--- src/source/button_port.sv ---
`timescale 1ns/10ps
`default_nettype none

module button_port (
    input  logic        clkout,
    input  logic        rst,
    input  logic        btn_down_l,
    input  logic        btn_down_r,
    input  logic        btn_up_l,
    input  logic        btn_up_r,
    input  logic        btn_left_l,
    input  logic        btn_left_r,
    input  logic        btn_right_l,
    input  logic        btn_right_r,
    input  logic        ren,
    output logic [31:0] rdata
);
    logic [3:0] pressed_raw;
    logic [3:0] sync_1;
    logic [3:0] sync_2;

    // active low pins, a direction counts only with both halves down
    // bit order down, up, left, right
    assign pressed_raw = {
        ~btn_down_l  & ~btn_down_r,
        ~btn_up_l    & ~btn_up_r,
        ~btn_left_l  & ~btn_left_r,
        ~btn_right_l & ~btn_right_r
    };

    // two flop synchronizer
    always_ff @(posedge clkout) begin
        if (rst) begin
            sync_1 <= '0;
            sync_2 <= '0;
        end else begin
            sync_1 <= pressed_raw;
            sync_2 <= sync_1;
        end
    end

    // read word, mask in the low nibble
    always_ff @(posedge clkout) begin
        if (ren) begin
            rdata <= {28'd0, sync_2};
        end
    end

endmodule

`default_nettype wire

--- config.mk ---
export PLATFORM = sky130hd
export DESIGN_NAME = button_port
export DESIGN_NICKNAME = d
export VERILOG_FILES = /design/src/source/button_port.sv
export SDC_FILE = /design/constraint.sdc
export NUM_CORES = 1
export LEC_CHECK = 0
export ABC_CLOCK_PERIOD_IN_PS = 800
export BUFFER_PORTS_ARGS = -buffer_cell sky130_fd_sc_hd__buf_2
export CAP_MARGIN = 10
export CORE_UTILIZATION = 25
export CTS_CLUSTER_DIAMETER = 100
export DETAILED_ROUTE_END_ITERATION = 7
export PLACE_DENSITY = 0.58
export RECOVER_POWER = 100
export REMOVE_ABC_BUFFERS = 1
export SLEW_MARGIN = 25
export SYNTH_ARGS = -nofsm -noshare
export SYNTH_HDL_FRONTEND = slang
export SYNTH_SLANG_ARGS = --single-unit
--- constraint.sdc ---
create_clock -name clkout -period 0.8 [get_ports clkout]
set_input_delay 0.16 -clock clkout [delete_from_list [all_inputs] [get_ports clkout]]
set_output_delay 0.16 -clock clkout [all_outputs]
set_load 0.03 [all_outputs]
==> metrics.txt <==
status finished, violations left; failing checks negative setup slack; clock buffer depth 2; Final Hold Viols 0; Hold Path Class primary input to flop; Die Area 2370 sq um; drt wl/cell 6.19 microns; Final ANT Viol Nets 0; Site Rows 16; Setup WS pre-CTS 90.2 ps; Buffers on Ports 14; first-pass GRT wire length 841 microns; via count 287; gr ovfl total 0; area of the core 2000 sq um; critical path data arrival time 810 ps; largest net degree at the start of global routing 9; Clock Skew 0.546 ps; Antenna Diode Count 0; drt drc 0; Worst-path clk slew 70 ps; family with the most delay on the worst path flip-flops; slowest stage delay, CP 390 ps; CP max-delay cell edfxtp_1; post-route clock period utilization 1.21; RSZ-0062 raised after global routing yes; First DRT Iteration DRCs 3; Syn Inst Count 49; synth-to-layout area growth 7.13%; data required time of the worst path 640 ps; initial core utilization 0.272; MaxCap Viol Count 0; IO Pins 43; CP Buf/Inv Count 1; synthesized cell area 544 sq um; top cells by area, synth buf_4 39%, dfxtp_1 29%, edfxtp_1 22%, nor2b_1 4.6%, nor3_1 2.8%; leakage 0.283 nW; Yosys top cell area share 0.386; register cell area after layout 280 sq um; drt total wl 576 microns; Root Driver clkbuf_4; post-synthesis register bit count 12; smallest setup slack after layout -172 ps; final setup violation count 4; DR vias/cell 3.09; Final nets 78; Clk Latency, worst-skew pair 260 ps; Hold WS 43.6 ps; hold_buf cts 0; H-tree Lvls 1; Post-Route Utilization 0.291; routability cong. 0.572; Worst VDD drop 0.481 mV; Post-Layout Cell Count 93; CTS tree built; TritonCTS buffer count 3; fin crit period 972 ps; Die Wd 48.7 microns; commonest non-fill, non-tap cells in the layout 28 x conb_1, 8 x buf_2, 8 x dfxtp_1; Placed Area 539 sq um; Pins Over Slew Limit 0; vias in the first global route 208; yosys warns 0; drt pass-1 iters 2; post-synthesis sequential area ratio 0.515; area occupied by multi-input gates 150 sq um; Cell Pwr Density 2180 nW/um^2; initial antenna violation count 0; maximum fanout along the worst path 1; Crit Path Class flop to output port; commonest non-fill, non-tap cell in the layout conb_1; Post-Layout Inst Area 583 sq um; post-synth top area cell buf_4; Vert. Die Dim 48.7 microns; post-synthesis cell type count 7; nature of the critical path endpoint output port; clock sinks 12; Total Routing Usage GR 0.0549; worst path cell trace buf_6; CP Launch Type flop; # fillers 225; syn_area_per_cell 11.1 sq um; HPWL Detailed 486 microns; Cells after DPL 89; Fmax achieved 1.03 GHz; layout cell share with drive strength beyond 1 0.227
[final timing paths]
path	startpoint	end	slack [ps]	cells after the start
max	rdata[3]	rdata[3]	-170	1
min	btn_down_l	sync_1[3]	40	2
max reg2reg	sync_2[3]	rdata[3]	260	0
min reg2reg	sync_2[1]	rdata[1]	410	0
[sequential cells by signal, summed over array words and instances, names as in the netlist]
name and cells:
sync_2 4, rdata 4, sync_1 4
[report_power, final]
part	total, mW	internal, mW	switching (mW)
Sequential	0.661	0.653	0.00734
Combinational	0.254	0.0406	0.214
Clock	0.358	0.180	0.177
Total	1.27	0.874	0.398
[cell usage after synthesis]
cell      number
edfxtp_1       4
nor3_1         3
conb_1         1
buf_4         28
nor2b_1        4
nor3_2         1
dfxtp_1        8
[metal layers]
metal | global-route usage | vias to the layer above | share of wire | wire, microns
li1 | - | 133 | - | -
met1 | 0.0407 | 126 | 0.27 | 156
met2 | 0.0787 | 24 | 0.54 | 312
met3 | 0.0409 | 4 | 0.14 | 79
met4 | 0.0735 | 0 | 0.047 | 27
met5 | 0 | - | 0 | 0
[kinds of logic after synthesis]
kind of cell,count (synthesis),synth area share
other cells,1,0.00689
buf+inv,28,0.386
simple gates,8,0.0919
flops,12,0.515
[stage by stage]
stage	total power, mW	TNS (ps)
floorplan	0.873	0
global placement	0.914	0
detailed placement	0.917	0
CTS	1.30	-702
global route	1.35	-793
finish	1.27	-623
[cell type report]
class | instances | share of cell area
Timing Repair Buffer | 14 | 0.159
Sequential cell | 12 | 0.481
Clock buffer | 3 | 0.0386
Multi-Input combinational cell | 36 | 0.258
Tap cell | 27 | 0.0579
Clock inverter | 1 | 0.00644
[repair_timing]
action,4_1_cts,5_1_grt
pin swaps,0,0
setup buffers,0,0
endpoints found under the setup margin,4,4
resized for setup,8,0
(Power assumes the default switching activity.)
