## src/source/soc_pkg.sv

```systemverilog
`default_nettype none

package soc_pkg;

    // data address bits 31..28 select the region
    typedef enum logic [3:0] {
        REGION_MEM   = 4'h0,
        REGION_BTN   = 4'h1,
        REGION_UART  = 4'h2,
        REGION_TIMER = 4'h3,
        // stands for every unmapped code
        REGION_NONE  = 4'hf
    } region_e;

    // one bus word, seen whole or as byte lanes
    // lane 0 is bits 7..0
    typedef union packed {
        logic [31:0]     word;
        logic [3:0][7:0] lane;
    } bus_word_u;

    // boot memory depth in words, as address bits
    localparam int unsigned MEM_WORDS_BITS = 10;

    // timer prescalers, full rate and 27 MHz down to 1 MHz
    localparam int unsigned TIMER_FAST_DIV = 1;
    localparam int unsigned TIMER_SLOW_DIV = 27;

    // uart bit time in clocks
    localparam int unsigned UART_CLKS_PER_BIT = 16;

    // clean cycles needed before core reset releases
    localparam int unsigned DEBOUNCE_CYCLES = 64;

endpackage

`default_nettype wire
```

## src/source/cycle_timer.sv

```systemverilog
`timescale 1ns/10ps
`default_nettype none

module cycle_timer #(
    parameter int DIVISION = soc_pkg::TIMER_FAST_DIV
) (
    input  logic        clkout,
    input  logic        rst,
    output logic [31:0] count
);
    // at least one bit, so a divisor of 1 still builds
    localparam int PRESC_W = (DIVISION > 1) ? $clog2(DIVISION) : 1;

    logic [PRESC_W-1:0] prescaler;

    // count steps when the prescaler wraps
    always_ff @(posedge clkout) begin
        if (rst) begin
            prescaler <= '0;
            count     <= '0;
        end else if (prescaler == PRESC_W'(DIVISION - 1)) begin
            prescaler <= '0;
            count     <= count + 32'd1;
        end else begin
            prescaler <= prescaler + PRESC_W'(1);
        end
    end

endmodule

`default_nettype wire

```

## config.mk

```make
export PLATFORM = sky130hd
export DESIGN_NAME = cycle_timer
export DESIGN_NICKNAME = d
export VERILOG_FILES = /design/src/source/soc_pkg.sv /design/src/source/cycle_timer.sv
export SDC_FILE = /design/constraint.sdc
export NUM_CORES = 1
export LEC_CHECK = 0
export BUFFER_PORTS_ARGS = -buffer_cell sky130_fd_sc_hd__buf_2
export CORE_AREA = 2 2 62 58
export CTS_CLUSTER_SIZE = 14
export DETAILED_ROUTE_END_ITERATION = 7
export DIE_AREA = 0 0 64 60
export PLACE_DENSITY = 0.76
export RECOVER_POWER = 50
export SKIP_LAST_GASP = 1
export SLEW_MARGIN = 40
export SYNTH_ARGS = -nofsm -noshare
export SYNTH_HDL_FRONTEND = slang
export SYNTH_SLANG_ARGS = --single-unit
```

## constraint.sdc

```tcl
create_clock -name clkout -period 2.4 [get_ports clkout]
set_clock_uncertainty 0.1 [all_clocks]
set_input_delay 0.48 -clock clkout [delete_from_list [all_inputs] [get_ports clkout]]
set_output_delay 0.48 -clock clkout [all_outputs]
set_load 0.03 [all_outputs]
```

==> flow_metrics.env <==
export IMPL_outcome="finished clean"
export IMPL_leakagePower_nw=0.6693
export IMPL_route_detailed_wl_per_inst_um=13.68
export IMPL_die_w_um=64
export IMPL_cts_hold_buf=0
export IMPL_tns_ps=0
export IMPL_via_count=1466
export IMPL_startpoint_type="flip-flop"
export IMPL_cp_end_kind="flip-flop"
export IMPL_drt_first_pass_iters=4
export IMPL_synth_cells=185
export IMPL_rows=20
export IMPL_fmax_ghz=0.4846
export IMPL_ys_warn_count=0
export IMPL_ir_drop_uv=360.2
export IMPL_overflow=0
export IMPL_synth_seq_cells=33
export IMPL_setup_viol=0
export IMPL_worstPathRequired_ps=2560
export IMPL_routed_wl_um=3570
export IMPL_cts_resized=0
export IMPL_async_reset_ff_share_pct=0
export IMPL_ys_types=32
export IMPL_io_buffers=33
export IMPL_yosysSeqAreaShare_pct=40.40
export IMPL_area_growth_syn_to_layout_pct=12.01
export IMPL_hpwlAfterDp_um=2481
export IMPL_die_area_mm2=0.003840
export IMPL_pwr_density_cell_mw_per_mm2=497.9
export IMPL_fill_cells=319
export IMPL_nNetsFinal=220
export IMPL_ys_flop_type="dfxtp_1"
export IMPL_cp_cell_sequence="and4b_1 -> clkbuf_1 -> nand2_4 -> or4_1 -> a21oi_1"
export IMPL_p_total_w=0.0009120
export IMPL_synth_top_area_share_pct=40.40
export IMPL_first_global_vias=1364
export IMPL_synth_area_mm2=0.001635
export IMPL_place_congestion=0.7554
export IMPL_critPathMaxFanout=11
export IMPL_critPathKind="flip-flop to flip-flop"
export IMPL_grt_max_degree=27
export IMPL_initial_core_util_pct=50.66
export IMPL_htree_levels=2
export IMPL_finalCriticalPeriod_ps=2064
export IMPL_drive_gt1_share_pct=13.36
export IMPL_finalCritPeriodShare_pct=85.98
export IMPL_drv_slew=0
export IMPL_ioPinCount=34
export IMPL_grt_pass1_wl_um=6203
export IMPL_synth_edff_count=0
export IMPL_die_y_um=60
export IMPL_cpPeakStageDelay_ps=520
export IMPL_synth_top_cells_by_area="dfxtp_1 40%, xor2_1 5.9%, o31ai_1 5.5%, or4_1 5.5%, a21oi_1 4.6%"
export IMPL_cts_tree="yes"
export IMPL_coreArea_mm2=0.003228
export IMPL_synth_top_area_cell="dfxtp_1"
export IMPL_root_buffer="clkbuf_4"
export IMPL_arrival_ps=2230
export IMPL_post_cts_setup_buffers=0
export IMPL_antenna_cells=0
export IMPL_clock_path_buffers=2
export IMPL_final_common_cell="dfxtp_1"
export IMPL_cts_sinks=33
export IMPL_drt_drc_violations_left=0
export IMPL_numCtsBuffers=5
export IMPL_vias_per_cell=5.617
export IMPL_first_iter_violations=49
export IMPL_finalHoldViolCount=0
export IMPL_clock_latency_ps=330
export IMPL_cpMaxStageDelayCell="or4_1"
export IMPL_syn_area_per_cell_um2=8.840
export IMPL_worstHoldPathType="flip-flop to flip-flop"
export IMPL_cap_viol_max_count=0
export IMPL_ant_nets=0
export IMPL_path_clk_slew_ps=100
export IMPL_antenna_found_initial=0
export IMPL_grt_usage_pct=20.77
export IMPL_rsz0062_at_grt="no"
export IMPL_synth_fp_nets=188
export IMPL_final_cell_mix="33 x dfxtp_1, 23 x clkbuf_1, 17 x nor2_1"
## flip-flops by register name, indices dropped and copies added, names as in the netlist
signal and cells:
count 32, prescaler 1
## cells in the mapped netlist, types with 3 or more instances
cell,number
o21ai_0,3
and2_1,3
a21oi_1,15
or3_1,3
and3_1,5
and4_1,5
mux2_2,4
o31ai_1,12
or4_1,12
nor3_1,3
clkbuf_1,6
nor2b_1,6
nand2_1,8
nor2_1,17
buf_6,4
nand4_1,11
dfxtp_1,33
nand3_1,11
xor2_1,11
## logic make-up (layout without fill, tap and decap cells)
family / Yosys count / after routing / synth area share (%)
other: 1 / 1 / 0.2293
DFF: 33 / 33 / 40.40
xor gates and xnor gates: 12 / 12 / 6.427
adders and majority gates: 1 / 1 / 0.7650
muxes: 5 / 5 / 3.366
and+or+nand+nor: 90 / 90 / 32.90
buffers and inverters: 13 / 45 / 4.896
AOI/OAI and AO/OA: 30 / 30 / 11.02
## power by group
group | internal [W] | total, W | switching, W
Combinational | 0.00000912 | 0.0000334 | 0.0000243
Clock | 0.000138 | 0.000322 | 0.000183
Sequential | 0.000552 | 0.000557 | 0.00000521
## per-layer routing
layer / track usage (%) / vias up / routed length [um]
li1: - / 747 / -
met3: 5.650 / 5 / 182
met5: 0 / - / 0
met2: 34.82 / 31 / 1672
met4: 9.317 / 0 / 35
met1: 25.18 / 683 / 1680
## stage by stage
step | std cells | cell area [um2] | worst slack, ps | utilization [%] | hold WS, ps
CTS | 261 | 1864 | 404.1 | 57.75 | 414.2
floorplan | 185 | 1635 | 417.2 | - | 447.6
global placement | 254 | 1809 | 498.0 | 56.05 | 384.1
detailed placement | 254 | 1809 | 421.6 | 56.05 | 395.4
finish | 261 | 1832 | 336.4 | 56.74 | 413.1
global route | 261 | 1832 | 220.2 | 56.74 | 438.4
## final timing paths
kind / depth (start not counted) / slack (ps) / from / to
max: 5 / 340 / prescaler / count[20]
min reg2reg: 2 / 410 / count[21] / count[21]
max reg2reg: 5 / 340 / prescaler / count[20]
min: 2 / 410 / count[21] / count[21]
## worst max-delay path, delay by kind of cell, from the launching register on
kind | cells | cell delay, ps
AO/OA/AOI/OAI | 1 | 160
AND/OR/NAND/NOR | 3 | 1010
flip-flops | 1 | 380
buffers and inverters | 1 | 350
## final cells by class
| class | count | area [um2] | area share, % |
|---|---|---|---|
| clock buffers | 7 | 55.05 | 3.005 |
| inverters | 1 | 3.754 | 0.2049 |
| multi-input cells | 139 | 894.6 | 48.84 |
| flip-flops and latches | 33 | 660.6 | 36.07 |
| well taps | 44 | 55.05 | 3.005 |
| repair buffers | 37 | 162.7 | 8.880 |
(Power assumes the default switching activity.)
