--- src/source/soc_pkg.sv ---
`default_nettype none

package soc_pkg;

    // data address bits 31..28 select the region
    typedef enum logic [3:0] {
        REGION_MEM   = 4'h0,
        REGION_BTN   = 4'h1,
        REGION_UART  = 4'h2,
        REGION_TIMER = 4'h3,
        // stands for every unmapped code
        REGION_NONE  = 4'hf
    } region_e;

    // one bus word, seen whole or as byte lanes
    // lane 0 is bits 7..0
    typedef union packed {
        logic [31:0]     word;
        logic [3:0][7:0] lane;
    } bus_word_u;

    // boot memory depth in words, as address bits
    localparam int unsigned MEM_WORDS_BITS = 10;

    // timer prescalers, full rate and 27 MHz down to 1 MHz
    localparam int unsigned TIMER_FAST_DIV = 1;
    localparam int unsigned TIMER_SLOW_DIV = 27;

    // uart bit time in clocks
    localparam int unsigned UART_CLKS_PER_BIT = 16;

    // clean cycles needed before core reset releases
    localparam int unsigned DEBOUNCE_CYCLES = 64;

endpackage

`default_nettype wire
--- src/source/uart_receiver.sv ---
`timescale 1ns/10ps
`default_nettype none

module uart_receiver #(
    parameter int CLKS_PER_BIT = soc_pkg::UART_CLKS_PER_BIT
) (
    input  logic        clkout,
    input  logic        rst,
    input  logic        uart_rx,
    input  logic        ren,
    output logic [31:0] rdata
);
    localparam int CNT_W = $clog2(CLKS_PER_BIT);

    // receive fsm states
    localparam logic [1:0] ST_IDLE  = 2'd0;
    localparam logic [1:0] ST_START = 2'd1;
    localparam logic [1:0] ST_DATA  = 2'd2;
    localparam logic [1:0] ST_STOP  = 2'd3;

    logic [1:0]       state;
    logic [CNT_W-1:0] clk_cnt;
    logic [2:0]       bit_idx;
    logic [7:0]       shift;
    logic [7:0]       hold;
    logic             valid;
    logic             rx_sync_1;
    logic             rx_sync_2;

    // line idles high, so the synchronizer resets to one
    always_ff @(posedge clkout) begin
        if (rst) begin
            rx_sync_1 <= 1'b1;
            rx_sync_2 <= 1'b1;
        end else begin
            rx_sync_1 <= uart_rx;
            rx_sync_2 <= rx_sync_1;
        end
    end

    always_ff @(posedge clkout) begin
        if (rst) begin
            state   <= ST_IDLE;
            clk_cnt <= '0;
            bit_idx <= '0;
            valid   <= 1'b0;
        end else begin
            // read clears the flag, a byte landing now sets it again below
            if (ren) begin
                valid <= 1'b0;
            end
            case (state)
                ST_IDLE: begin
                    clk_cnt <= '0;
                    bit_idx <= '0;
                    if (!rx_sync_2) begin
                        state <= ST_START;
                    end
                end
                ST_START: begin
                    // half a bit in, recheck the start bit
                    if (clk_cnt == CNT_W'(CLKS_PER_BIT / 2 - 1)) begin
                        clk_cnt <= '0;
                        state   <= rx_sync_2 ? ST_IDLE : ST_DATA;
                    end else begin
                        clk_cnt <= clk_cnt + CNT_W'(1);
                    end
                end
                ST_DATA: begin
                    // mid-bit sample, lsb first
                    if (clk_cnt == CNT_W'(CLKS_PER_BIT - 1)) begin
                        clk_cnt <= '0;
                        shift   <= {rx_sync_2, shift[7:1]};
                        bit_idx <= bit_idx + 3'd1;
                        if (bit_idx == 3'd7) begin
                            state <= ST_STOP;
                        end
                    end else begin
                        clk_cnt <= clk_cnt + CNT_W'(1);
                    end
                end
                ST_STOP: begin
                    // stop bit midpoint, a low line drops the frame
                    if (clk_cnt == CNT_W'(CLKS_PER_BIT - 1)) begin
                        clk_cnt <= '0;
                        state   <= ST_IDLE;
                        if (rx_sync_2) begin
                            hold  <= shift;
                            valid <= 1'b1;
                        end
                    end else begin
                        clk_cnt <= clk_cnt + CNT_W'(1);
                    end
                end
            endcase
        end
    end

    // read word, valid in bit 8 and the byte below it
    always_ff @(posedge clkout) begin
        if (ren) begin
            rdata <= {23'd0, valid, hold};
        end
    end

endmodule

`default_nettype wire

--- config.mk ---
export PLATFORM = sky130hd
export DESIGN_NAME = uart_receiver
export DESIGN_NICKNAME = d
export VERILOG_FILES = /design/src/source/soc_pkg.sv /design/src/source/uart_receiver.sv
export SDC_FILE = /design/constraint.sdc
export NUM_CORES = 1
export LEC_CHECK = 0
export ABC_AREA = 0
export BUFFER_PORTS_ARGS = -buffer_cell sky130_fd_sc_hd__buf_4
export CAP_MARGIN = 20
export CORE_ASPECT_RATIO = 1.2
export CORE_MARGIN = 3
export CORE_UTILIZATION = 31
export DETAILED_ROUTE_END_ITERATION = 7
export GPL_TIMING_DRIVEN = 0
export PLACE_DENSITY = 0.51
export SLEW_MARGIN = 20
export SYNTH_ARGS = -nofsm -noshare
export SYNTH_HDL_FRONTEND = slang
export SYNTH_SLANG_ARGS = --single-unit
--- constraint.sdc ---
create_clock -name clkout -period 1.64 [get_ports clkout]
set_input_delay 0.328 -clock clkout [delete_from_list [all_inputs] [get_ports clkout]]
set_output_delay 0.328 -clock clkout [all_outputs]
set_load 0.05 [all_outputs]
==> results.ini <==
[logic_synthesis]
async_reset_ff_share_pct = 0
synth_xor_area_share_pct = 1.16
syn_inst = 114
synth_top_area_share_pct = 49.8
synth-seq-cells = 37
synthAdderAreaFrac_pct = 2.49
synth_edf_count = 25
synth_cell_types = 32
synth_largest_area_cell = edfxtp_1
synth_area_leaders = edfxtp_1, dfxtp_1, buf_4
ys.flop_type = edfxtp_1
syn_area_mm2 = 0.00151
syn_area_per_cell_um2 = 13.2
synth_top_family_by_area = buffers and inverters
synth_simple_gate_area_share_pct = 11.7
synth_compound_area_share_pct = 4.98
yosysWarningCount = 0
synthMuxAreaShare_pct = 0
yosysSeqAreaShare_pct = 65.7

[cells_and_area]
final_area_mm2 = 0.00190
area_growth_syn_to_layout_pct = 26.1
fin_nets = 163
diodes = 0
multiInputGateArea_um2 = 414
fillers = 457
drive_gt1_share_pct = 36.9
regArea_um2 = 993
fin_util_pct = 41.1
mostFrequentLayoutCells = buf_4, edfxtp_1, conb_1, dfxtp_1, nand3_1
final_common_cell = buf_4
final_cells = 215

[detailed_routing]
maxUsedRoutingLayer = met4
firstDrtPassIters = 2
drt_iter0_drc = 42
wl_met3_um = 123
drtAntennaViolNets = 0
drc_errors = 0
dr_wl_met2_mm = 1.15
wl_mm = 2.16
post_drt_wl_per_cell_um = 10.1
met1_length_um = 850
viasPerCell = 4.00
via_count = 861

[critical_path]
reg2reg_from = clk_cnt[0]
start_kind = flip-flop
reg2reg_to = hold[3]
cp_slowest_stage_delay_ns = 0.34
crit_slowest_cell = dfxtp_2
worst_ep_arrival_time_ns = 1.53
crit_chain = ha_2 -> clkbuf_8 -> nand3_4 -> or2_4 -> nor2_4
crit_required_ns = 1.61
reg2reg_depth = 5
path_buf_inv = 1
crit_type = flip-flop to flip-flop
cp-end-kind = flip-flop
path_max_fanout = 8
r2r_slack_ns = 0.08
cp_top_family = simple AND/OR/NAND/NOR gates

[timing]
hold_ws_ns = 0.225
fin_crit_sh_pct = 94.9
setup_viol = 0
finClkSkew_ns = 0.00375
hold_violations = 0
timing.fmax_mhz = 643
period_needed_ns = 1.56
rsz0062_at_grt = no
slew_violations = 0

[global_route]
gr-total-overflow = 0
grt_max_degree = 13
antenna_found_initial = 0
grt_pass1_wl_mm = 3.57
track_usage_pct = 7.95
first_global_vias = 829

[clocking]
tritoncts = yes
clk_latency_ns = 0.28
cts_buffer_depth = 2
cts.htree.levels = 2
clkTransAtPathRegs_ns = 0.07
clock-root-buffer = clkbuf_8
cts_inserted_buffers = 5
cts_sinks = 37
cts_hold_buf = 0

[die]
die_y_um = 82.4
core_area_mm2 = 0.00463
rows = 27
ios = 36
start_util_pct = 32.6
fp.dieArea_mm2 = 0.00574
fp.dieW_um = 69.7

[pwr]
power.total_mw = 1.97
power.leakage_nw = 0.774
p_per_area_mw_per_mm2 = 1040
peakVddDrop_v = 0.000618

[worst_hold_path]
worstHoldPathCells = 2
worstHoldEndpoint = rx_sync_1
hold_class = primary input to flip-flop
hold_start = uart_rx

[run]
max-cap-violations = 0

[placed_design]
placed_area_mm2 = 0.00176
hpwl_mm = 1.60
port_buffers = 12
gp_congestion = 0.819
dp_cells = 206

[outcome]
status = complete, no violations

## routing by layer
metal / GRT usage (%) / vias to the layer above
met3: 3.27 / 6
met5: 0 / -
met1: 7.74 / 395
met4: 4.60 / 0
met2: 14.4 / 17
li1: - / 443
## synthesized netlist by cell type, drive strengths merged (2+ instances only)
| library cell | count |
|---|---|
| a21oi | 2 |
| a31oi | 3 |
| buf | 26 |
| clkbuf | 2 |
| dfxtp | 12 |
| edfxtp | 25 |
| ha | 3 |
| nand2 | 3 |
| nand2b | 2 |
| nand3 | 10 |
| nand3b | 2 |
| nor2 | 4 |
| nor3 | 2 |
| o21bai | 2 |
| or2 | 4 |
## worst register-to-register path, stage by stage, from the launching register on
cell	delay (ns)
dfxtp_2	0.34
ha_2	0.17
clkbuf_8	0.15
nand3_4	0.10
or2_4	0.27
nor2_4	0.22
## flip-flops by register name, summed over array words and instances (netlist names), named ones only
signal     count
rdata          9
rx_sync_2      1
valid          1
hold           8
shift          8
clk_cnt        4
bit_idx        3
rx_sync_1      1
state          1
## final cells by class
class	instances	share of cell area (%)
Multi-Input combinational cell	70	21.8
Clock buffer	6	3.82
Timing Repair Buffer	13	5.13
Inverter	1	0.197
Sequential cell	37	52.3
Clock inverter	2	1.84
Buffer	28	11.1
Tap cell	58	3.82
## kinds of logic after synthesis
logic type | count (synthesis)
other | 1
AO/OA/AOI/OAI | 11
buffers and inverters | 29
XOR/XNOR | 2
adder cells (fa/ha/maj) | 3
AND/OR/NAND/NOR | 31
flip-flops | 37
## worst max-delay path by stage
stage,depth (start not counted),slack (ns),from,to
floorplan,5,0.05,clk_cnt[0],hold[0]
global placement,5,-0.12,clk_cnt[0],hold[7]
detailed placement,5,-0.19,clk_cnt[0],hold[5]
CTS,5,0.01,clk_cnt[0],hold[3]
global route,5,0.003,clk_cnt[0],hold[2]
finish,5,0.08,clk_cnt[0],hold[3]
## per-stage QoR
step	worst slack, ns	setup TNS, ns
floorplan	0.0484	0
global placement	-0.123	-1.44
detailed placement	-0.187	-2.37
CTS	0.0138	0
global route	0.00284	0
finish	0.0840	0
## what timing repair did
item                                    CTS  global route
buffers inserted                          0             1
resized for setup                         6             3
pin swaps                                 1             2
endpoints found under the setup margin   16            16
## power by group
group | internal, mW | switching (mW)
Combinational | 0.0604 | 0.163
Clock | 0.451 | 0.298
Sequential | 0.997 | 0.00438
Note: power is estimated with default switching activity, not from simulation.
