==> config.mk <==
export PLATFORM = sky130hd
export DESIGN_NAME = addr_decode
export DESIGN_NICKNAME = d
export VERILOG_FILES = /design/src/source/soc_pkg.sv /design/src/source/addr_decode.sv
export SDC_FILE = /design/constraint.sdc
export NUM_CORES = 1
export LEC_CHECK = 0
export ABC_CLOCK_PERIOD_IN_PS = 1800
export CORE_AREA = 4 4 88 90
export CTS_CLUSTER_SIZE = 40
export DETAILED_ROUTE_END_ITERATION = 8
export DIE_AREA = 0 0 92 94
export DONT_BUFFER_PORTS = 1
export GPL_TIMING_DRIVEN = 1
export HOLD_SLACK_MARGIN = 0.1
export SLEW_MARGIN = 20
export SYNTH_ARGS = -nofsm -noshare
export SYNTH_HDL_FRONTEND = slang
export SYNTH_SLANG_ARGS = --single-unit
==> constraint.sdc <==
create_clock -name clkout -period 1.8 [get_ports clkout]
set_clock_uncertainty 0.15 [all_clocks]
set_input_delay 0.09 -clock clkout [delete_from_list [all_inputs] [get_ports clkout]]
set_output_delay 0.09 -clock clkout [all_outputs]
set_load 0.1 [all_outputs]
==> src/source/soc_pkg.sv <==
`default_nettype none

package soc_pkg;

    // data address bits 31..28 select the region
    typedef enum logic [3:0] {
        REGION_MEM   = 4'h0,
        REGION_BTN   = 4'h1,
        REGION_UART  = 4'h2,
        REGION_TIMER = 4'h3,
        // stands for every unmapped code
        REGION_NONE  = 4'hf
    } region_e;

    // one bus word, seen whole or as byte lanes
    // lane 0 is bits 7..0
    typedef union packed {
        logic [31:0]     word;
        logic [3:0][7:0] lane;
    } bus_word_u;

    // boot memory depth in words, as address bits
    localparam int unsigned MEM_WORDS_BITS = 10;

    // timer prescalers, full rate and 27 MHz down to 1 MHz
    localparam int unsigned TIMER_FAST_DIV = 1;
    localparam int unsigned TIMER_SLOW_DIV = 27;

    // uart bit time in clocks
    localparam int unsigned UART_CLKS_PER_BIT = 16;

    // clean cycles needed before core reset releases
    localparam int unsigned DEBOUNCE_CYCLES = 64;

endpackage

`default_nettype wire
==> src/source/addr_decode.sv <==
`timescale 1ns/10ps
`default_nettype none

module addr_decode (
    input  logic        clkout,
    input  logic        rst,
    input  logic        core_rst,
    input  logic [31:0] data_addr,
    input  logic        ren,
    input  logic        wen,
    input  logic [31:0] mem_rdata,
    input  logic [31:0] btn_rdata,
    input  logic [31:0] uart_rdata,
    input  logic [31:0] timer_fast,
    input  logic [31:0] timer_slow,
    output logic        mem_ren,
    output logic        mem_wen,
    output logic        btn_ren,
    output logic        uart_ren,
    output logic        timer_ren,
    output logic [31:0] rdata,
    output logic        ready
);
    import soc_pkg::*;

    region_e     region;
    region_e     region_q;
    logic [1:0]  offset_q;
    logic        read_q;
    logic [31:0] read_word;

    // region from the top nibble, anything unknown is unmapped
    always_comb begin
        case (data_addr[31:28])
            4'h0:    region = REGION_MEM;
            4'h1:    region = REGION_BTN;
            4'h2:    region = REGION_UART;
            4'h3:    region = REGION_TIMER;
            default: region = REGION_NONE;
        endcase
    end

    // strobes follow the core pulse in the same cycle
    assign mem_ren   = ren && (region == REGION_MEM);
    assign mem_wen   = wen && (region == REGION_MEM);
    assign btn_ren   = ren && (region == REGION_BTN);
    assign uart_ren  = ren && (region == REGION_UART);
    assign timer_ren = ren && (region == REGION_TIMER);

    // one access in flight, ready exactly one cycle later
    always_ff @(posedge clkout) begin
        if (rst || core_rst) begin
            ready <= 1'b0;
        end else begin
            ready <= ren || wen;
        end
    end

    // what the access was, used only while ready is high
    always_ff @(posedge clkout) begin
        if (ren || wen) begin
            region_q <= region;
            offset_q <= data_addr[3:2];
            read_q   <= ren;
        end
    end

    // pick the registered word of the region that was addressed
    always_comb begin
        read_word = '0;
        case (region_q)
            REGION_MEM:  read_word = mem_rdata;
            REGION_BTN:  read_word = btn_rdata;
            REGION_UART: read_word = uart_rdata;
            REGION_TIMER: begin
                // offset 0 fast count, offset 1 slow count
                if (offset_q == 2'd0) begin
                    read_word = timer_fast;
                end else if (offset_q == 2'd1) begin
                    read_word = timer_slow;
                end
            end
            default: read_word = '0;
        endcase
    end

    // writes and unmapped reads return zero
    assign rdata = (ready && read_q) ? read_word : '0;

endmodule

`default_nettype wire

==> summary.txt, run 1 <==
Drt
  • Met2 Wirelength: 3.31 mm
  • First-pass DRT Iterations: 4
  • DR vias: 1565
  • Initial drt markers: 28
  • WL met1: 1.94 mm
  • Routed wire length: 5.90 mm
  • Max Used Layer: met4
  • Antenna Violating Nets Remaining: 0
  • Met3 wire length: 604 µm
  • Routed length per instance: 20.5 µm
  • DR vias/cell: 5.43
  • Residual DRC: 0

Power
  • Leak Pwr: 1.15 nW
  • Worst VDD drop: 0.382 mV
  • Pwr/cell area: 366 nW/µm²

Placement
  • Dpl cell area: 2320 µm²
  • Dpl hpwl: roughly 4.8 mm
  • Gpl congestion: 0.637
  • Post-placement setup slack: 0.0108 ns
  • Cells after DPL: 270
  • PortBufs: 0

Logic synthesis
  • Synth Register Bits: 7
  • Cells after synthesis: 170
  • Cell variety after synth: 18
  • Register area share after synthesis: 0.120
  • Post-Syn Nets: between 300 and 400
  • Synth Area per Inst: 9.83 µm²
  • Yosys warning total: 0
  • Synth Cell Area: 1670 µm²

GRT
  • Initial antenna violation count: 0
  • Vias in the first global route: 1672
  • First-pass GRT wire length: 8.43 mm
  • Gr ovfl total: 0
  • Largest net degree at the start of global routing: 19
  • Global Route Usage Sum: 0.120

Timing
  • Setup Viol. Count Final: 32
  • Final Hold Fails: 0
  • RSZ-0062 raised after global routing: true
  • Slew @ Worst Pin: 0.306 ns
  • Setup ws final: -0.197 ns
  • Fin. max-slew vios: 0
  • Final worst path period need: around 2 ns
  • Slew headroom: 0.797
  • Max Freq: between 0.5 and 0.6 GHz
  • Final Cycle Share: 1.11

Clock tree
  • Worst-path clk slew: 0.04 ns
  • Clk root buf: clkbuf_8
  • CTS tree: built
  • CTS H-Tree Depth: 1
  • Cts bufs inserted: 3
  • Clock buffer depth: 2
  • CTS Sinks: 7

Floorplanning
  • Die Wd: 92 µm
  • I/O pin count: 235
  • Core Region: slightly above 7000 µm²
  • FP Rows: 31
  • Initial Util: 0.237
  • Die area: about 8600 µm²
  • Die Ht: about 94 µm

Hold path
  • Hold endpoint: region_q[1]
  • Tightest Hold Check Type: in2reg
  • Hold Startpoint: data_addr[30]
  • Hold Path Depth: 1

Layout
  • Layout area overhead: 51.7%
  • Final std cells w/o fill: 288
  • Share of layout cells above drive strength 1: 0.534
  • Nets: 387
  • Diodes inserted: 0
  • Design area: between 2000 and 3000 µm²

Flow run
  • Max-Cap Viols: 0

Status
  • Status: complete, but fails checks
  • Failing checks: negative setup slack

Setup path
  • WS Path Type: reg2out
  • Worst path bufs/invs: 1
  • CP required: between 1.5 and 2 ns
  • CP Cell Sequence: buf_12, mux2_4, a221o_4
  • WP data arrival: 1.76 ns
  • Critical Path Fanout Max: 15
  • CP Launch Type: flip-flop
  • Crit end category: primary output
  • CP peak stage delay: roughly 0.55 ns
  • Family with the most delay on the worst path: compound AO/OA/AOI/OAI gates
  • Crit-path slowest cell: a221o_4
[cells in the mapped netlist, drive strengths merged]
cell type	instances	area, µm²
nor2	35	131
a221o	32	320
mux2	32	473
mux2i	32	320
buf	18	115
edfxtp	6	180
nor3b	4	35.0
nand2	2	7.51
or2	2	12.5
or3	2	12.5
dfxtp	1	20.0
inv	1	3.75
nand4b	1	23.8
nand4bb	1	11.3
nor3	1	5.00
[final cells by class]
cell class | count | area, µm²
fill | 706 | 4520
multi-input combinational | 144 | 1760
timing repair buffer | 33 | 404
sequential | 7 | 204
tap | 99 | 124
clock buffer | 4 | 45.0
inverter | 1 | 3.75
[where the power goes]
part	total, mW	switching, mW	internal [mW]
clock network	0.214	0.0611	0.153
registers	0.204	0.0119	0.192
logic	0.512	0.258	0.254
[sequential cells by signal (all words and copies together), names as in the netlist]
signal,cells
offset_q,2
read_q,1
ready,1
region_q,3
[layout by cell type, fill, tap and decap left out]
master / instances
a221o_2: 2
a221o_4: 30
buf_12: 8
buf_16: 1
buf_4: 11
buf_6: 3
clkbuf_1: 1
clkbuf_8: 3
dfxtp_4: 1
dlygate4sd3_1: 10
edfxtp_1: 6
inv_1: 1
mux2_4: 32
mux2i_1: 32
nand2_1: 2
nand4b_4: 1
nand4bb_1: 1
nor2_1: 32
nor2_2: 2
nor2_4: 1
nor3_4: 1
nor3b_1: 1
nor3b_4: 3
or2_2: 1
or2_4: 1
or3_1: 2
[stage by stage]
stage / hold slack [ns] / util / TNS, ns / total power, mW
after floorplan: 0.00528 / - / -0.736 / 0.631
after global placement: 0.00980 / 0.329 / 0 / 0.683
after detailed placement: 0.0121 / 0.329 / 0 / 0.693
after CTS: 0.133 / 0.357 / -6.33 / 0.937
after global routing: 0.169 / 0.359 / -7.15 / 0.975
final: 0.138 / 0.359 / -5.41 / 0.929
[per-layer routing]
layer  GRT usage  vias to the layer above
met2       0.250                      112
met1       0.115                      739
met4      0.0235                        0
li1            -                      708
met3      0.0361                        6
met5           0                        -
[cell families (layout without fill, tap and decap cells)]
logic type	count (synthesis)	after routing	synth area share
buf+inv	19	38	0.0711
compound gates	32	32	0.192
simple gates	48	48	0.143
mux	64	64	0.475
flops	7	7	0.120
[worst max-delay path by stage]
stage | start | to | slack [ns] | cells after the start
6_report | offset_q[0] | rdata[24] | -0.20 | 3
5_1_grt | region_q[2] | rdata[6] | -0.24 | 5
4_1_cts | offset_q[0] | rdata[2] | -0.21 | 3
3_5_place_dp | offset_q[0] | rdata[31] | 0.01 | 4
3_3_place_gp | offset_q[0] | rdata[31] | 0.02 | 4
2_1_floorplan | data_addr[29] | mem_ren | -0.23 | 2
[timing repair]
action,CTS,global route
pin swaps,3,16
gates resized for setup,3,4
gates cloned,1,0
setup endpoints to repair,32,33
endpoints found under the hold margin,12,0
hold buffers,10,0
buffers inserted,2,1
No activity file was read; power rests on OpenSTA's default activity.
==> run 2, diff against run 1 <==
ABC_CLOCK_PERIOD_IN_PS = 1950   (was 1800)
clock period = 1.95 ns   (was 1.8 ns; I/O delays follow)
==> run 2 against run 1 <==
  * The flow still finishes with violations (negative setup slack)
  * Clock power fell by 7%
  * Wire length up 13%
  * Setup slack improved by 0.12 ns
  * First-iteration DRC count grew 71%
==> summary.txt, run 2 (synthesized netlist as in run 1, its figures left out) <==
Power
  • Internal: 604 µW (+0.98%)
  • Clock share of power: 0.216 (-0.014)
  • Worst VDD drop: 0.272 mV (-29%)
  • Leak Pwr: 1.28 nW (+12%)
  • Switch Pwr: 317 µW (-4.1%)
  • Seq pwr share: 0.205 (-0.014)
  • Comb pwr share: 0.579 (+0.028)
  • Pwr/cell area: 324 nW/µm² (-12%)
  • Sw Share: 0.344 (-0.0118)

Drt
  • DR vias: 1674 (+7.0%)
  • Routed length per instance: 21.0 µm (+2.7%)
  • DR vias/cell: 5.28 (-2.8%)
  • Initial drt markers: 48 (+71%)
  • Antenna Violating Nets Remaining: 0 (unchanged)
  • Residual DRC: 0 (unchanged)
  • First-pass DRT Iterations: 4 (unchanged)
  • Routed wire length: 6.67 mm (+13%)

Clock tree
  • Clock buffer depth: 2 (unchanged)
  • CTS H-Tree Depth: 1 (unchanged)
  • Worst-path clk slew: 0.04 ns (about the same)
  • Clk root buf: clkbuf_8
  • CTS Sinks: 7 (unchanged)
  • Cts bufs inserted: 3 (unchanged)
  • CTS tree: built

Timing
  • Setup Viol. Count Final: 32 (unchanged)
  • Final Hold Fails: 0 (unchanged)
  • Final worst path period need: just over 2 ns
  • Fin. max-slew vios: 0 (unchanged)
  • Slew @ Worst Pin: 0.299 ns (-0.00658 ns)
  • Setup ws final: -0.0794 ns (+0.118 ns)
  • Setup_tns: -1.41 ns (+4.00 ns)
  • Max Freq: 0.493 GHz
  • Min Hold Slack: 0.137 ns (-0.00144 ns)
  • Slew headroom: 0.801 (+0.00438)
  • Final Cycle Share: 1.04
  • RSZ-0062 raised after global routing: true

Floorplanning
  • Initial Util: 0.237 (unchanged)
  • Die Ht: 94 µm (unchanged)
  • I/O pin count: 235 (unchanged)
  • Core Region: 7060 µm² (unchanged)
  • FP Rows: 31 (unchanged)
  • Die Wd: 92 µm (unchanged)
  • Die area: 8650 µm² (unchanged)

GRT
  • Grt peak-use layer: met2
  • Global Route Usage Sum: 0.127 (+0.00623)
  • Vias in the first global route: 1749 (+4.6%)
  • First-pass GRT wire length: 8.88 mm (+5.3%)
  • Gr ovfl total: 0 (unchanged)
  • Met1 GRT Util: 0.125 (+0.00967)
  • GR Layer Usage met3: 0.0369 (+0.000801)
  • Met2 GRT Util: 0.257 (+0.00669)
  • Largest net degree at the start of global routing: 19 (unchanged)
  • Initial antenna violation count: 0 (unchanged)

Hold path
  • Tightest Hold Check Type: in2reg

Layout
  • Largest registers: region_q: 3 flops, offset_q: 2 flops
  • Share of layout cells above drive strength 1: 0.606 (+0.0711)
  • Commonest non-fill, non-tap cell in the layout: buf_12
  • Nets: 416 (+7.5%)
  • Final std cells w/o fill: 317 (+10%)
  • Design area: 2840 µm² (+12%)
  • Top reg by flops: region_q
  • Max reg flops: 3 (unchanged)
  • Diodes inserted: 0 (unchanged)
  • Final core utilization: 0.403 (+0.0434)
  • Fillers: 689 (-2.4%)
  • Commonest cells after routing, fill and taps aside: buf_12 (34), nor2_1 (32), mux2_4 (31)
  • Layout area overhead: 70.1%

Placement
  • Gpl congestion: 0.772 (+21%)
  • PortBufs: 0 (unchanged)
  • Dpl hpwl: 5.22 mm (+8.5%)
  • Dpl cell area: 2570 µm² (+11%)
  • Cells after DPL: 296 (+9.6%)

Setup path
  • CP Launch Type: flip-flop
  • Crit end category: primary output
  • CP required: 1.70 ns (+0.14 ns)
  • Critical Path Fanout Max: 9 (-6)
  • WS Path Type: reg2out
  • WP data arrival: 1.78 ns (+0.02 ns)

Flow run
  • Max-Cap Viols: 0 (unchanged)

Status
  • Status: complete, but fails checks
  • Failing checks: negative setup slack
## run 2: worst max-delay path, cell delays in order, from the launching register on
cell and delay (ns):
edfxtp_1 0.41, buf_6 0.16, buf_12 0.14, mux2_4 0.30, a221o_2 0.37, buf_12 0.18
## run 2: power by group through the flow
stage	logic [mW]	registers, mW	clock network, mW
floorplan	0.365	0.194	0
global placement	0.457	0.194	0
detailed placement	0.464	0.195	0
CTS	0.482	0.193	0.206
global route	0.557	0.192	0.218
finish	0.533	0.189	0.199
## run 2: through the flow
stage	power, mW	setup WS (ns)
2_1_floorplan	0.560	-0.126
3_3_place_gp	0.651	0.169
3_5_place_dp	0.659	0.156
4_1_cts	0.881	-0.0859
5_1_grt	0.966	-0.127
6_report	0.922	-0.0794
## run 2: final cells by class
cell class                      count  area (µm²)  area share
Tap cell                           99         124      0.0436
Inverter                            1        3.75     0.00132
Clock buffer                        4        45.0      0.0158
Sequential cell                     7         201      0.0709
Multi-Input combinational cell    144        1480       0.521
Timing Repair Buffer               62         987       0.347
## run 2: path summary, 6_finish.rpt
check,depth (start not counted),slack (ns),endpoint,from
min,1,0.14,region_q[1],data_addr[30]
max,5,-0.08,rdata[21],offset_q[0]
## run 2: layer usage
metal	routed length, µm	up-vias
met4	92	0
met1	2390	781
met5	0	-
met2	3520	120
met3	666	6
li1	-	767
## run 2: timing repair
item / in CTS / in global routing
buffers inserted: 0 / 4
hold buffers: 10 / 0
endpoints found under the hold margin: 12 / 0
gates resized for setup: 1 / 6
setup endpoints to repair: 32 / 32
pin swaps: 3 / 28
cloned: 0 / 4
