===== src/source/soc_pkg.sv =====
`default_nettype none

package soc_pkg;

    // data address bits 31..28 select the region
    typedef enum logic [3:0] {
        REGION_MEM   = 4'h0,
        REGION_BTN   = 4'h1,
        REGION_UART  = 4'h2,
        REGION_TIMER = 4'h3,
        // stands for every unmapped code
        REGION_NONE  = 4'hf
    } region_e;

    // one bus word, seen whole or as byte lanes
    // lane 0 is bits 7..0
    typedef union packed {
        logic [31:0]     word;
        logic [3:0][7:0] lane;
    } bus_word_u;

    // boot memory depth in words, as address bits
    localparam int unsigned MEM_WORDS_BITS = 10;

    // timer prescalers, full rate and 27 MHz down to 1 MHz
    localparam int unsigned TIMER_FAST_DIV = 1;
    localparam int unsigned TIMER_SLOW_DIV = 27;

    // uart bit time in clocks
    localparam int unsigned UART_CLKS_PER_BIT = 16;

    // clean cycles needed before core reset releases
    localparam int unsigned DEBOUNCE_CYCLES = 64;

endpackage

`default_nettype wire

===== src/source/reset_sequencer.sv =====
`timescale 1ns/10ps
`default_nettype none

module reset_sequencer #(
    parameter int DEBOUNCE_CYCLES = soc_pkg::DEBOUNCE_CYCLES
) (
    input  logic clkout,
    input  logic rst,
    input  logic btn1,
    input  logic btn2,
    output logic core_rst
);
    localparam int CNT_W = $clog2(DEBOUNCE_CYCLES + 1);

    localparam logic ST_RUN  = 1'b0;
    localparam logic ST_HOLD = 1'b1;

    logic             state;
    logic [CNT_W-1:0] release_cnt;
    logic [1:0]       btn_sync_1;
    logic [1:0]       btn_sync_2;
    logic             any_low;

    // buttons idle high
    always_ff @(posedge clkout) begin
        if (rst) begin
            btn_sync_1 <= 2'b11;
            btn_sync_2 <= 2'b11;
        end else begin
            btn_sync_1 <= {btn2, btn1};
            btn_sync_2 <= btn_sync_1;
        end
    end

    assign any_low = ~&btn_sync_2;

    // hold until both buttons stay released long enough
    always_ff @(posedge clkout) begin
        if (rst) begin
            state       <= ST_RUN;
            release_cnt <= '0;
        end else if (state == ST_RUN) begin
            release_cnt <= '0;
            if (any_low) begin
                state <= ST_HOLD;
            end
        end else if (any_low) begin
            // bounce restarts the interval
            release_cnt <= '0;
        end else if (release_cnt == CNT_W'(DEBOUNCE_CYCLES - 1)) begin
            state <= ST_RUN;
        end else begin
            release_cnt <= release_cnt + CNT_W'(1);
        end
    end

    assign core_rst = (state == ST_HOLD);

endmodule

`default_nettype wire


===== config.mk =====
export PLATFORM = sky130hd
export DESIGN_NAME = reset_sequencer
export DESIGN_NICKNAME = d
export VERILOG_FILES = /design/src/source/soc_pkg.sv /design/src/source/reset_sequencer.sv
export SDC_FILE = /design/constraint.sdc
export NUM_CORES = 1
export LEC_CHECK = 0
export BUFFER_PORTS_ARGS = -buffer_cell sky130_fd_sc_hd__buf_2
export CAP_MARGIN = 20
export CORE_MARGIN = 1
export CORE_UTILIZATION = 35
export CTS_CLUSTER_DIAMETER = 150
export DETAILED_ROUTE_END_ITERATION = 12
export GPL_TIMING_DRIVEN = 0
export MAX_ROUTING_LAYER = met4
export PLACE_DENSITY_LB_ADDON = 0.2
export SETUP_SLACK_MARGIN = 0.02
export SLEW_MARGIN = 20
export SYNTH_ARGS = -nofsm -noshare
export SYNTH_HDL_FRONTEND = slang
export SYNTH_SLANG_ARGS = --single-unit

===== constraint.sdc =====
create_clock -name clkout -period 3 [get_ports clkout]
set_input_delay 0.3 -clock clkout [delete_from_list [all_inputs] [get_ports clkout]]
set_output_delay 0.3 -clock clkout [all_outputs]
set_load 0.02 [all_outputs]

==> key figures, run 1 <==
Detailed routing
  – Iter 0 DRT Violations: 8
  – Final ANT Viol Nets: 0
  – Routed via count: 355
  – DRC viols: 0
  – Final wirelength: 690 um
  – Routed len/inst: 10.15 um
  – Pre-Repair DR Iteration Count: 4
  – Vias/cell: 5.221

GRT
  – Initial antenna violation count: 0
  – First-pass GRT wire length: 1.124 mm
  – Vias in the first global route: 296
  – M2 GR Usage: 18.64%
  – Met3 usage: 8.721%
  – Most Used Layer, Global Route: met2
  – GRT Util Overall: 12.08%
  – Met1 usage: between 10% and 20%
  – Overflow after GRT: 0
  – Largest net degree at the start of global routing: 8

Setup path
  – Cells on worst reg2reg path: 4
  – R2R Path End: release_cnt[1]
  – WP data required: 3.19 ns
  – Reg2reg setup slack: around 1.7 ns
  – R2R Path Start: release_cnt[0]
  – Crit path capture type: flip-flop
  – Crit Path Class: flip-flop to flip-flop
  – Setup crit start kind: flip-flop
  – Critical path fanouts, max: 6
  – CP arrival: ~1.5 ns

CTS
  – Clock Tree Buf Depth: 2
  – TritonCTS clock tree: done
  – CTS resizes: 0
  – Worst skew pair latency: 0.26 ns
  – Root buf cell: clkbuf_4
  – Clock edge transition at the registers on the reported setup and hold paths: ~0.07 ns
  – Htree depth: 1
  – Setup bufs post-CTS: 0
  – Number of buffers created by CTS: 3
  – # hold bufs at CTS: 0
  – CTS Sinks: 12

Cells and area
  – Most common cell after layout, fill and taps aside: dfxtp_1
  – Antenna diodes: 0
  – Layout cells sized above 1: 27.78%
  – Final core occ: 45.89%
  – Area grow syn2layout: 16.16%
  – Commonest non-fill, non-tap cells in the layout: dfxtp_1, o21ai_0, a31oi_1
  – Layout Nets: 60
  – Filler cells: 104
  – Register area: 240.2 um^2
  – Multi-input gate area: 212.7 um^2

Pwr
  – Net switching power: 57.79 uW
  – Sequential share of power: 55.2%
  – Int Power: 243.1 uW
  – Combinational share of power: approximately 3.7%
  – Leakage: 0.0001918 uW
  – Clock power frac: 41.1%
  – Switching share of power: 19.21%
  – Total power per unit cell area: 567.2 mW/mm^2
  – Peak supply drop: 317.2 uV

Yosys
  – Avg Cell Area, Syn: approximately 9.9 um^2
  – Yosys reg bits: 12
  – YS warnings: 0
  – Cells after Synth: 46
  – Synth Cell Area: 456.7 um^2
  – Syn_nets: 51
  – Synth unique cells: 19
  – Post-synthesis sequential area ratio: 52.60%

STA
  – Setup Skew: between 0.0007 and 0.0008 ns
  – Setup violations, final: 0
  – RSZ-0062 raised after global routing: no
  – Hold Fails Final Rpt: 0
  – Final period utilization: roughly 45%
  – Max-slew violations: 0
  – Headroom to the max-slew limit: 85.99%
  – Max Fclk: 745.9 MHz
  – Setup TNS: 0 ns
  – Post-route minimum period: ~1.3 ns
  – Worst Max-Slew Pin Slew: 0.2096 ns

Placed design
  – IO Port Bufs: 4
  – GPL Wtd Cong: 0.6823
  – Post-DP HPWL: 526.8 um

Die
  – Initial Util: 39.50%
  – Total die area: approximately 0.0015 mm^2
  – Row cnt: 12
  – Core Area: 0.001156 mm^2
  – Die Span Y: about 38 um
  – IO Pins: 5
  – Die X-Extent: 38.12 um

Min path
  – HP Class: input port to flip-flop
  – Hold Path Depth: 2
  – Worst hold start: btn1
  – Hold EP: btn_sync_1[0]

Outcome
  – Status: complete, no violations

Flow run
  – Max_cap viols: 0
==> sequential cells by signal, indices dropped and copies added (netlist names) <==
| name | flops |
|---|---|
| btn_sync_1 | 2 |
| btn_sync_2 | 2 |
| core_rst | 1 |
| release_cnt | 7 |
==> per-stage QoR <==
stage	power, uW	setup WS (ns)	instances	instance area, um^2	hold WS (ns)
global placement	181.1	1.707	64	494.2	0.3920
global route	316.7	1.560	68	530.5	0.1912
detailed placement	181.2	1.673	64	494.2	0.3946
floorplan	176.3	1.802	46	456.7	0.3694
finish	300.9	1.659	68	530.5	0.2132
CTS	307.0	1.656	68	530.5	0.2018
==> final cells by class <==
type                            instances  share of cell area (%)
Sequential cell                        12                   45.28
Multi-Input combinational cell         33                   40.09
Clock buffer                            4                   6.840
Timing Repair Buffer                    4                   3.774
Tap cell                               14                   3.302
Inverter                                1                  0.7075
==> worst max-delay path, cell delays in order (launching register included) <==
cell	delay [ns]
dfxtp_1	0.39
ha_1	0.24
nand3_2	0.14
or3_1	0.36
a21oi_1	0.14
==> worst max path at each step <==
stage / start / slack (ns) / end / cells after the start
after floorplan: release_cnt[0] / 1.80 / release_cnt[1] / 4
after global placement: release_cnt[0] / 1.71 / release_cnt[1] / 4
after detailed placement: release_cnt[0] / 1.67 / release_cnt[1] / 4
after CTS: release_cnt[0] / 1.66 / release_cnt[1] / 4
after global routing: release_cnt[0] / 1.56 / release_cnt[1] / 4
final: release_cnt[0] / 1.66 / release_cnt[1] / 4
==> cell families (layout without fill, tap and decap cells) <==
| kind of cell | after synthesis | count (layout) | share of synthesized area (%) |
|---|---|---|---|
| xor+xnor | 1 | 1 | 1.918 |
| buf+inv | 1 | 9 | 0.8211 |
| flops | 12 | 12 | 52.60 |
| simple gates | 18 | 18 | 25.75 |
| compound gates | 13 | 13 | 16.16 |
| fa+ha+maj | 1 | 1 | 2.739 |
==> cells in the mapped netlist <==
| cell type | n | share of area (%) |
|---|---|---|
| a21oi_1 | 2 | 2.2 |
| a31oi_1 | 5 | 6.8 |
| and3_2 | 2 | 3.3 |
| and4b_1 | 1 | 2.2 |
| dfxtp_1 | 12 | 53 |
| ha_1 | 1 | 2.7 |
| inv_1 | 1 | 0.82 |
| nand2_1 | 2 | 1.6 |
| nand3_1 | 1 | 1.1 |
| nand3_2 | 1 | 2.2 |
| nand3b_1 | 1 | 1.6 |
| nand4b_1 | 1 | 1.9 |
| nor3_1 | 2 | 2.2 |
| o21a_1 | 1 | 1.6 |
| o21ai_0 | 5 | 5.5 |
| or2_1 | 1 | 1.4 |
| or2_2 | 4 | 5.5 |
| or3_1 | 2 | 2.7 |
| xnor2_1 | 1 | 1.9 |
==> power groups by stage <==
stage          registers, uW  clock network [uW]  logic [uW]
5_1_grt                  166                 138        12.0
2_1_floorplan            171                   0        5.76
3_3_place_gp             170                   0        11.4
3_5_place_dp             170                   0        11.5
6_report                 166                 124        11.2
4_1_cts                  166                 130        11.5
==> layer usage <==
| metal | up-vias | wire length [um] | part of all wire, % |
|---|---|---|---|
| met4 | 0 | 0 | 0 |
| met2 | 11 | 303 | 44 |
| met5 | - | 0 | 0 |
| li1 | 186 | - | - |
| met1 | 158 | 334 | 48 |
| met3 | 0 | 51 | 7.4 |
Power figures use the tool's default switching activity.
==> run 2: changes to the inputs <==
--- a/config.mk
+++ b/config.mk
@@ -5,6 +5,7 @@
 export SDC_FILE = /design/constraint.sdc
 export NUM_CORES = 1
 export LEC_CHECK = 0
+export ABC_AREA = 1
 export BUFFER_PORTS_ARGS = -buffer_cell sky130_fd_sc_hd__buf_2
 export CAP_MARGIN = 20
 export CORE_MARGIN = 1
==> constraint.sdc (replaced) <==
create_clock -name clkout -period 1.15 [get_ports clkout]
set_input_delay 0.115 -clock clkout [delete_from_list [all_inputs] [get_ports clkout]]
set_output_delay 0.115 -clock clkout [all_outputs]
set_load 0.02 [all_outputs]
==> key figures, run 2 <==
Pwr
  – Switching share of power: 21.14% (+1.9 points)
  – Leakage: 0.0002814 uW (+47%)
  – Power Total: 806.2 uW (+170%)
  – Clock power frac: 41.5% (+0.4 points)
  – Total power per unit cell area: 1320 mW/mm^2 (+130%)
  – Int Power: 635.8 uW (+160%)
  – Combinational share of power: 5.2% (+1.5 points)
  – Sequential share of power: 53.3% (-1.9 points)
  – Peak supply drop: 721.3 uV (+130%)
  – Net switching power: 170.4 uW (+190%)

Setup path
  – Setup crit start kind: flip-flop
  – R2R Path Start: release_cnt[0]
  – Cells on worst reg2reg path: 6 (+2)
  – Reg2reg setup slack: 0.04 ns (-1.62 ns)
  – Crit Path Class: flip-flop to flip-flop
  – Delay-heaviest family, CP: flip-flops
  – Critical path fanouts, max: 7 (+1)
  – R2R Path End: release_cnt[1]
  – CP Buf/Inv Count: 0 (unchanged)
  – CP dominant cell by count: nand2_4
  – CP arrival: 1.27 ns (-0.26 ns)
  – Worst-path cell chain: ha_4 -> nand2_4 -> nor2_4 -> nand2_4 -> o21ai_1 -> nor2_1
  – CP peak stage delay: 0.38 ns (about the same)
  – Slowest cell on the critical path: dfxtp_4
  – Crit path capture type: flip-flop
  – WP data required: 1.32 ns (-1.87 ns)

Cells and area
  – Largest regs: release_cnt (7), btn_sync_1 (2), btn_sync_2 (2)
  – Filler cells: 134 (+29%)
  – Most flops, register: release_cnt
  – Area grow syn2layout: 22.61%
  – Commonest non-fill, non-tap cells in the layout: nand2_1, dfxtp_1, inv_1
  – Layout cells sized above 1: 35.21% (+7.4 points)
  – Non-filler cells, final: 86 (+26%)
  – Antenna diodes: 0 (unchanged)
  – Multi-input gate area: 240.2 um^2 (+13%)
  – Most common cell after layout, fill and taps aside: nand2_1
  – Largest register FFs: 7 (unchanged)
  – Register area: 247.7 um^2 (+3.1%)
  – Layout Nets: 77 (+28%)

Detailed routing
  – Routed via count: 408 (+15%)
  – Iter 0 DRT Violations: 6 (-2)
  – Routed wl met2: 372 um (+23%)
  – Final wirelength: 813 um (+18%)
  – Vias/cell: 4.744 (-9.1%)
  – WL met3: 37 um (-27%)
  – DRC viols: 0 (unchanged)
  – Top Metal Used: met4
  – Routed len/inst: 9.453 um (-6.8%)
  – Pre-Repair DR Iteration Count: 4 (unchanged)
  – M1 wire length: 396 um (+19%)
  – Final ANT Viol Nets: 0 (unchanged)

Yosys
  – Post-synth top cells: dfxtp_1, nand2_1, inv_1
  – Yosys reg bits: 12 (unchanged)
  – Post-synth top flop: dfxtp_1
  – Cells after Synth: 62 (+35%)
  – Avg Cell Area, Syn: 8.032 um^2 (-19%)
  – Post-synth top area share: 48.24% (-4.4 points)
  – Syn_nets: 67 (+31%)
  – Synth Cell Area: 498.0 um^2 (+9.0%)
  – Fraction of registers with async set/reset: 0% (unchanged)
  – YS warnings: 0 (unchanged)
  – Synth unique cells: 18 (-1)
  – Number of flops mapped to enable cells by yosys: 0 (unchanged)
  – Post-synthesis sequential area ratio: 48.24% (-4.4 points)
  – Ranking of synthesized cells by area: dfxtp_1, nand2_1, inv_1
  – Cell taking the most area after synthesis: dfxtp_1

CTS
  – Clock edge transition at the registers on the reported setup and hold paths: 0.08 ns (about the same)
  – Number of buffers created by CTS: 3 (unchanged)
  – CTS Sinks: 12 (unchanged)
  – Worst skew pair latency: 0.27 ns (about the same)
  – # hold bufs at CTS: 0 (unchanged)
  – Root buf cell: clkbuf_4
  – Htree depth: 1 (unchanged)
  – TritonCTS clock tree: done
  – Clock Tree Buf Depth: 2 (unchanged)

Die
  – Row cnt: 13 (+1)
  – Core Area: 0.001318 mm^2 (+14%)
  – Initial Util: 37.80% (-1.7 points)
  – Die X-Extent: 39.72 um (+4.2%)
  – Total die area: 0.001578 mm^2 (+8.6%)
  – Die Span Y: 39.72 um (+4.2%)
  – IO Pins: 5 (unchanged)

Placed design
  – Cell count after placement: 81 (+27%)
  – IO Port Bufs: 4 (unchanged)
  – GPL Wtd Cong: 0.6932 (+1.6%)
  – Post-DP HPWL: 567.6 um (+7.7%)

STA
  – Final period utilization: 96.39% (+52 points)
  – Max-slew violations: 0 (unchanged)
  – Setup violations, final: 0 (unchanged)
  – Post-route minimum period: 1.108 ns (-0.2322 ns)
  – RSZ-0062 raised after global routing: yes
  – Worst Max-Slew Pin Slew: 0.2722 ns (+0.06269 ns)
  – Headroom to the max-slew limit: 81.83% (-4.2 points)
  – Hold Fails Final Rpt: 0 (unchanged)
  – Setup Skew: 0.001818 ns (+0.001019 ns)
  – Max Fclk: 902.1 MHz (+21%)

Outcome
  – Status: complete, no violations

GRT
  – GRT Util Overall: 13.01% (+0.94 points)
  – Overflow after GRT: 0 (unchanged)
  – Largest net degree at the start of global routing: 8 (unchanged)
  – First-pass GRT wire length: 1.290 mm (+15%)
  – Initial antenna violation count: 0 (unchanged)
  – Vias in the first global route: 334 (+13%)

Min path
  – Worst hold start: btn1
  – Hold Path Depth: 2 (unchanged)
  – Hold EP: btn_sync_1[0]
  – HP Class: input port to flip-flop

Flow run
  – Max_cap viols: 0 (unchanged)
-- run 2: cell families (layout without fill, tap and decap cells) --
logic type	Yosys count	in the layout	synth area share, %
DFF	12	12	48.24
AOI/OAI and AO/OA	9	9	10.30
buffers and inverters	10	19	7.790
adders and majority gates	1	1	2.512
and+or+nand+nor	30	30	31.16
-- run 2: stage by stage --
step           hold WS (ns)  setup WS [ns]  setup TNS (ns)  instance area, um^2  utilization, %
2_1_floorplan        0.2188        0.08563               0                498.0               -
3_3_place_gp         0.2980       -0.01594        -0.02636                536.8           40.74
3_5_place_dp         0.2995     -0.0004027      -0.0004027                536.8           40.74
4_1_cts             0.01119        0.03510               0                578.1           43.87
5_1_grt             0.01559       -0.02163        -0.03549                610.6           46.34
6_report            0.01993        0.04151               0                610.6           46.34
-- run 2: how the worst max path moves through the flow --
stage                               from             end  slack (ns)  depth (start not counted)
final                     release_cnt[0]  release_cnt[1]        0.04                          6
after CTS                 release_cnt[0]  release_cnt[1]        0.04                          6
after global routing      release_cnt[0]  release_cnt[0]       -0.02                          6
after global placement    release_cnt[0]  release_cnt[1]       -0.02                          6
after floorplan           release_cnt[0]  release_cnt[0]        0.09                          6
after detailed placement  release_cnt[0]  release_cnt[0]     -0.0004                          6
-- run 2: worst reg2reg max path, cell delays in order (launching register included) --
cell,delay (ns)
dfxtp_4,0.38
ha_4,0.16
nand2_4,0.06
nor2_4,0.14
nand2_4,0.10
o21ai_1,0.13
nor2_1,0.05
-- run 2: layer usage --
layer	vias up	GRT usage, %
met5	-	-
met4	0	7.759
met3	2	5.114
li1	213	-
met1	186	15.31
met2	7	18.44
-- run 2: final cells by class --
type	instances	share of cell area [%]
inverters	10	6.557
flip-flops and latches	12	40.57
repair buffers	5	4.508
well taps	15	3.074
multi-input cells	40	39.34
clock buffers	4	5.943
-- run 2: power by group through the flow --
stage | sequential [uW] | combinational [uW] | clock, uW
after floorplan | 445 | 20.3 | 0
after global placement | 442 | 37.1 | 0
after detailed placement | 442 | 37.2 | 0
after CTS | 432 | 37.7 | 345
after global routing | 432 | 48.5 | 367
final | 430 | 42.0 | 335
-- run 2: timing repair --
action                                  4_1_cts  5_1_grt
pin swaps                                     0        3
endpoints found under the setup margin        3        4
resized for setup                             3        6
buffers inserted                              0        1
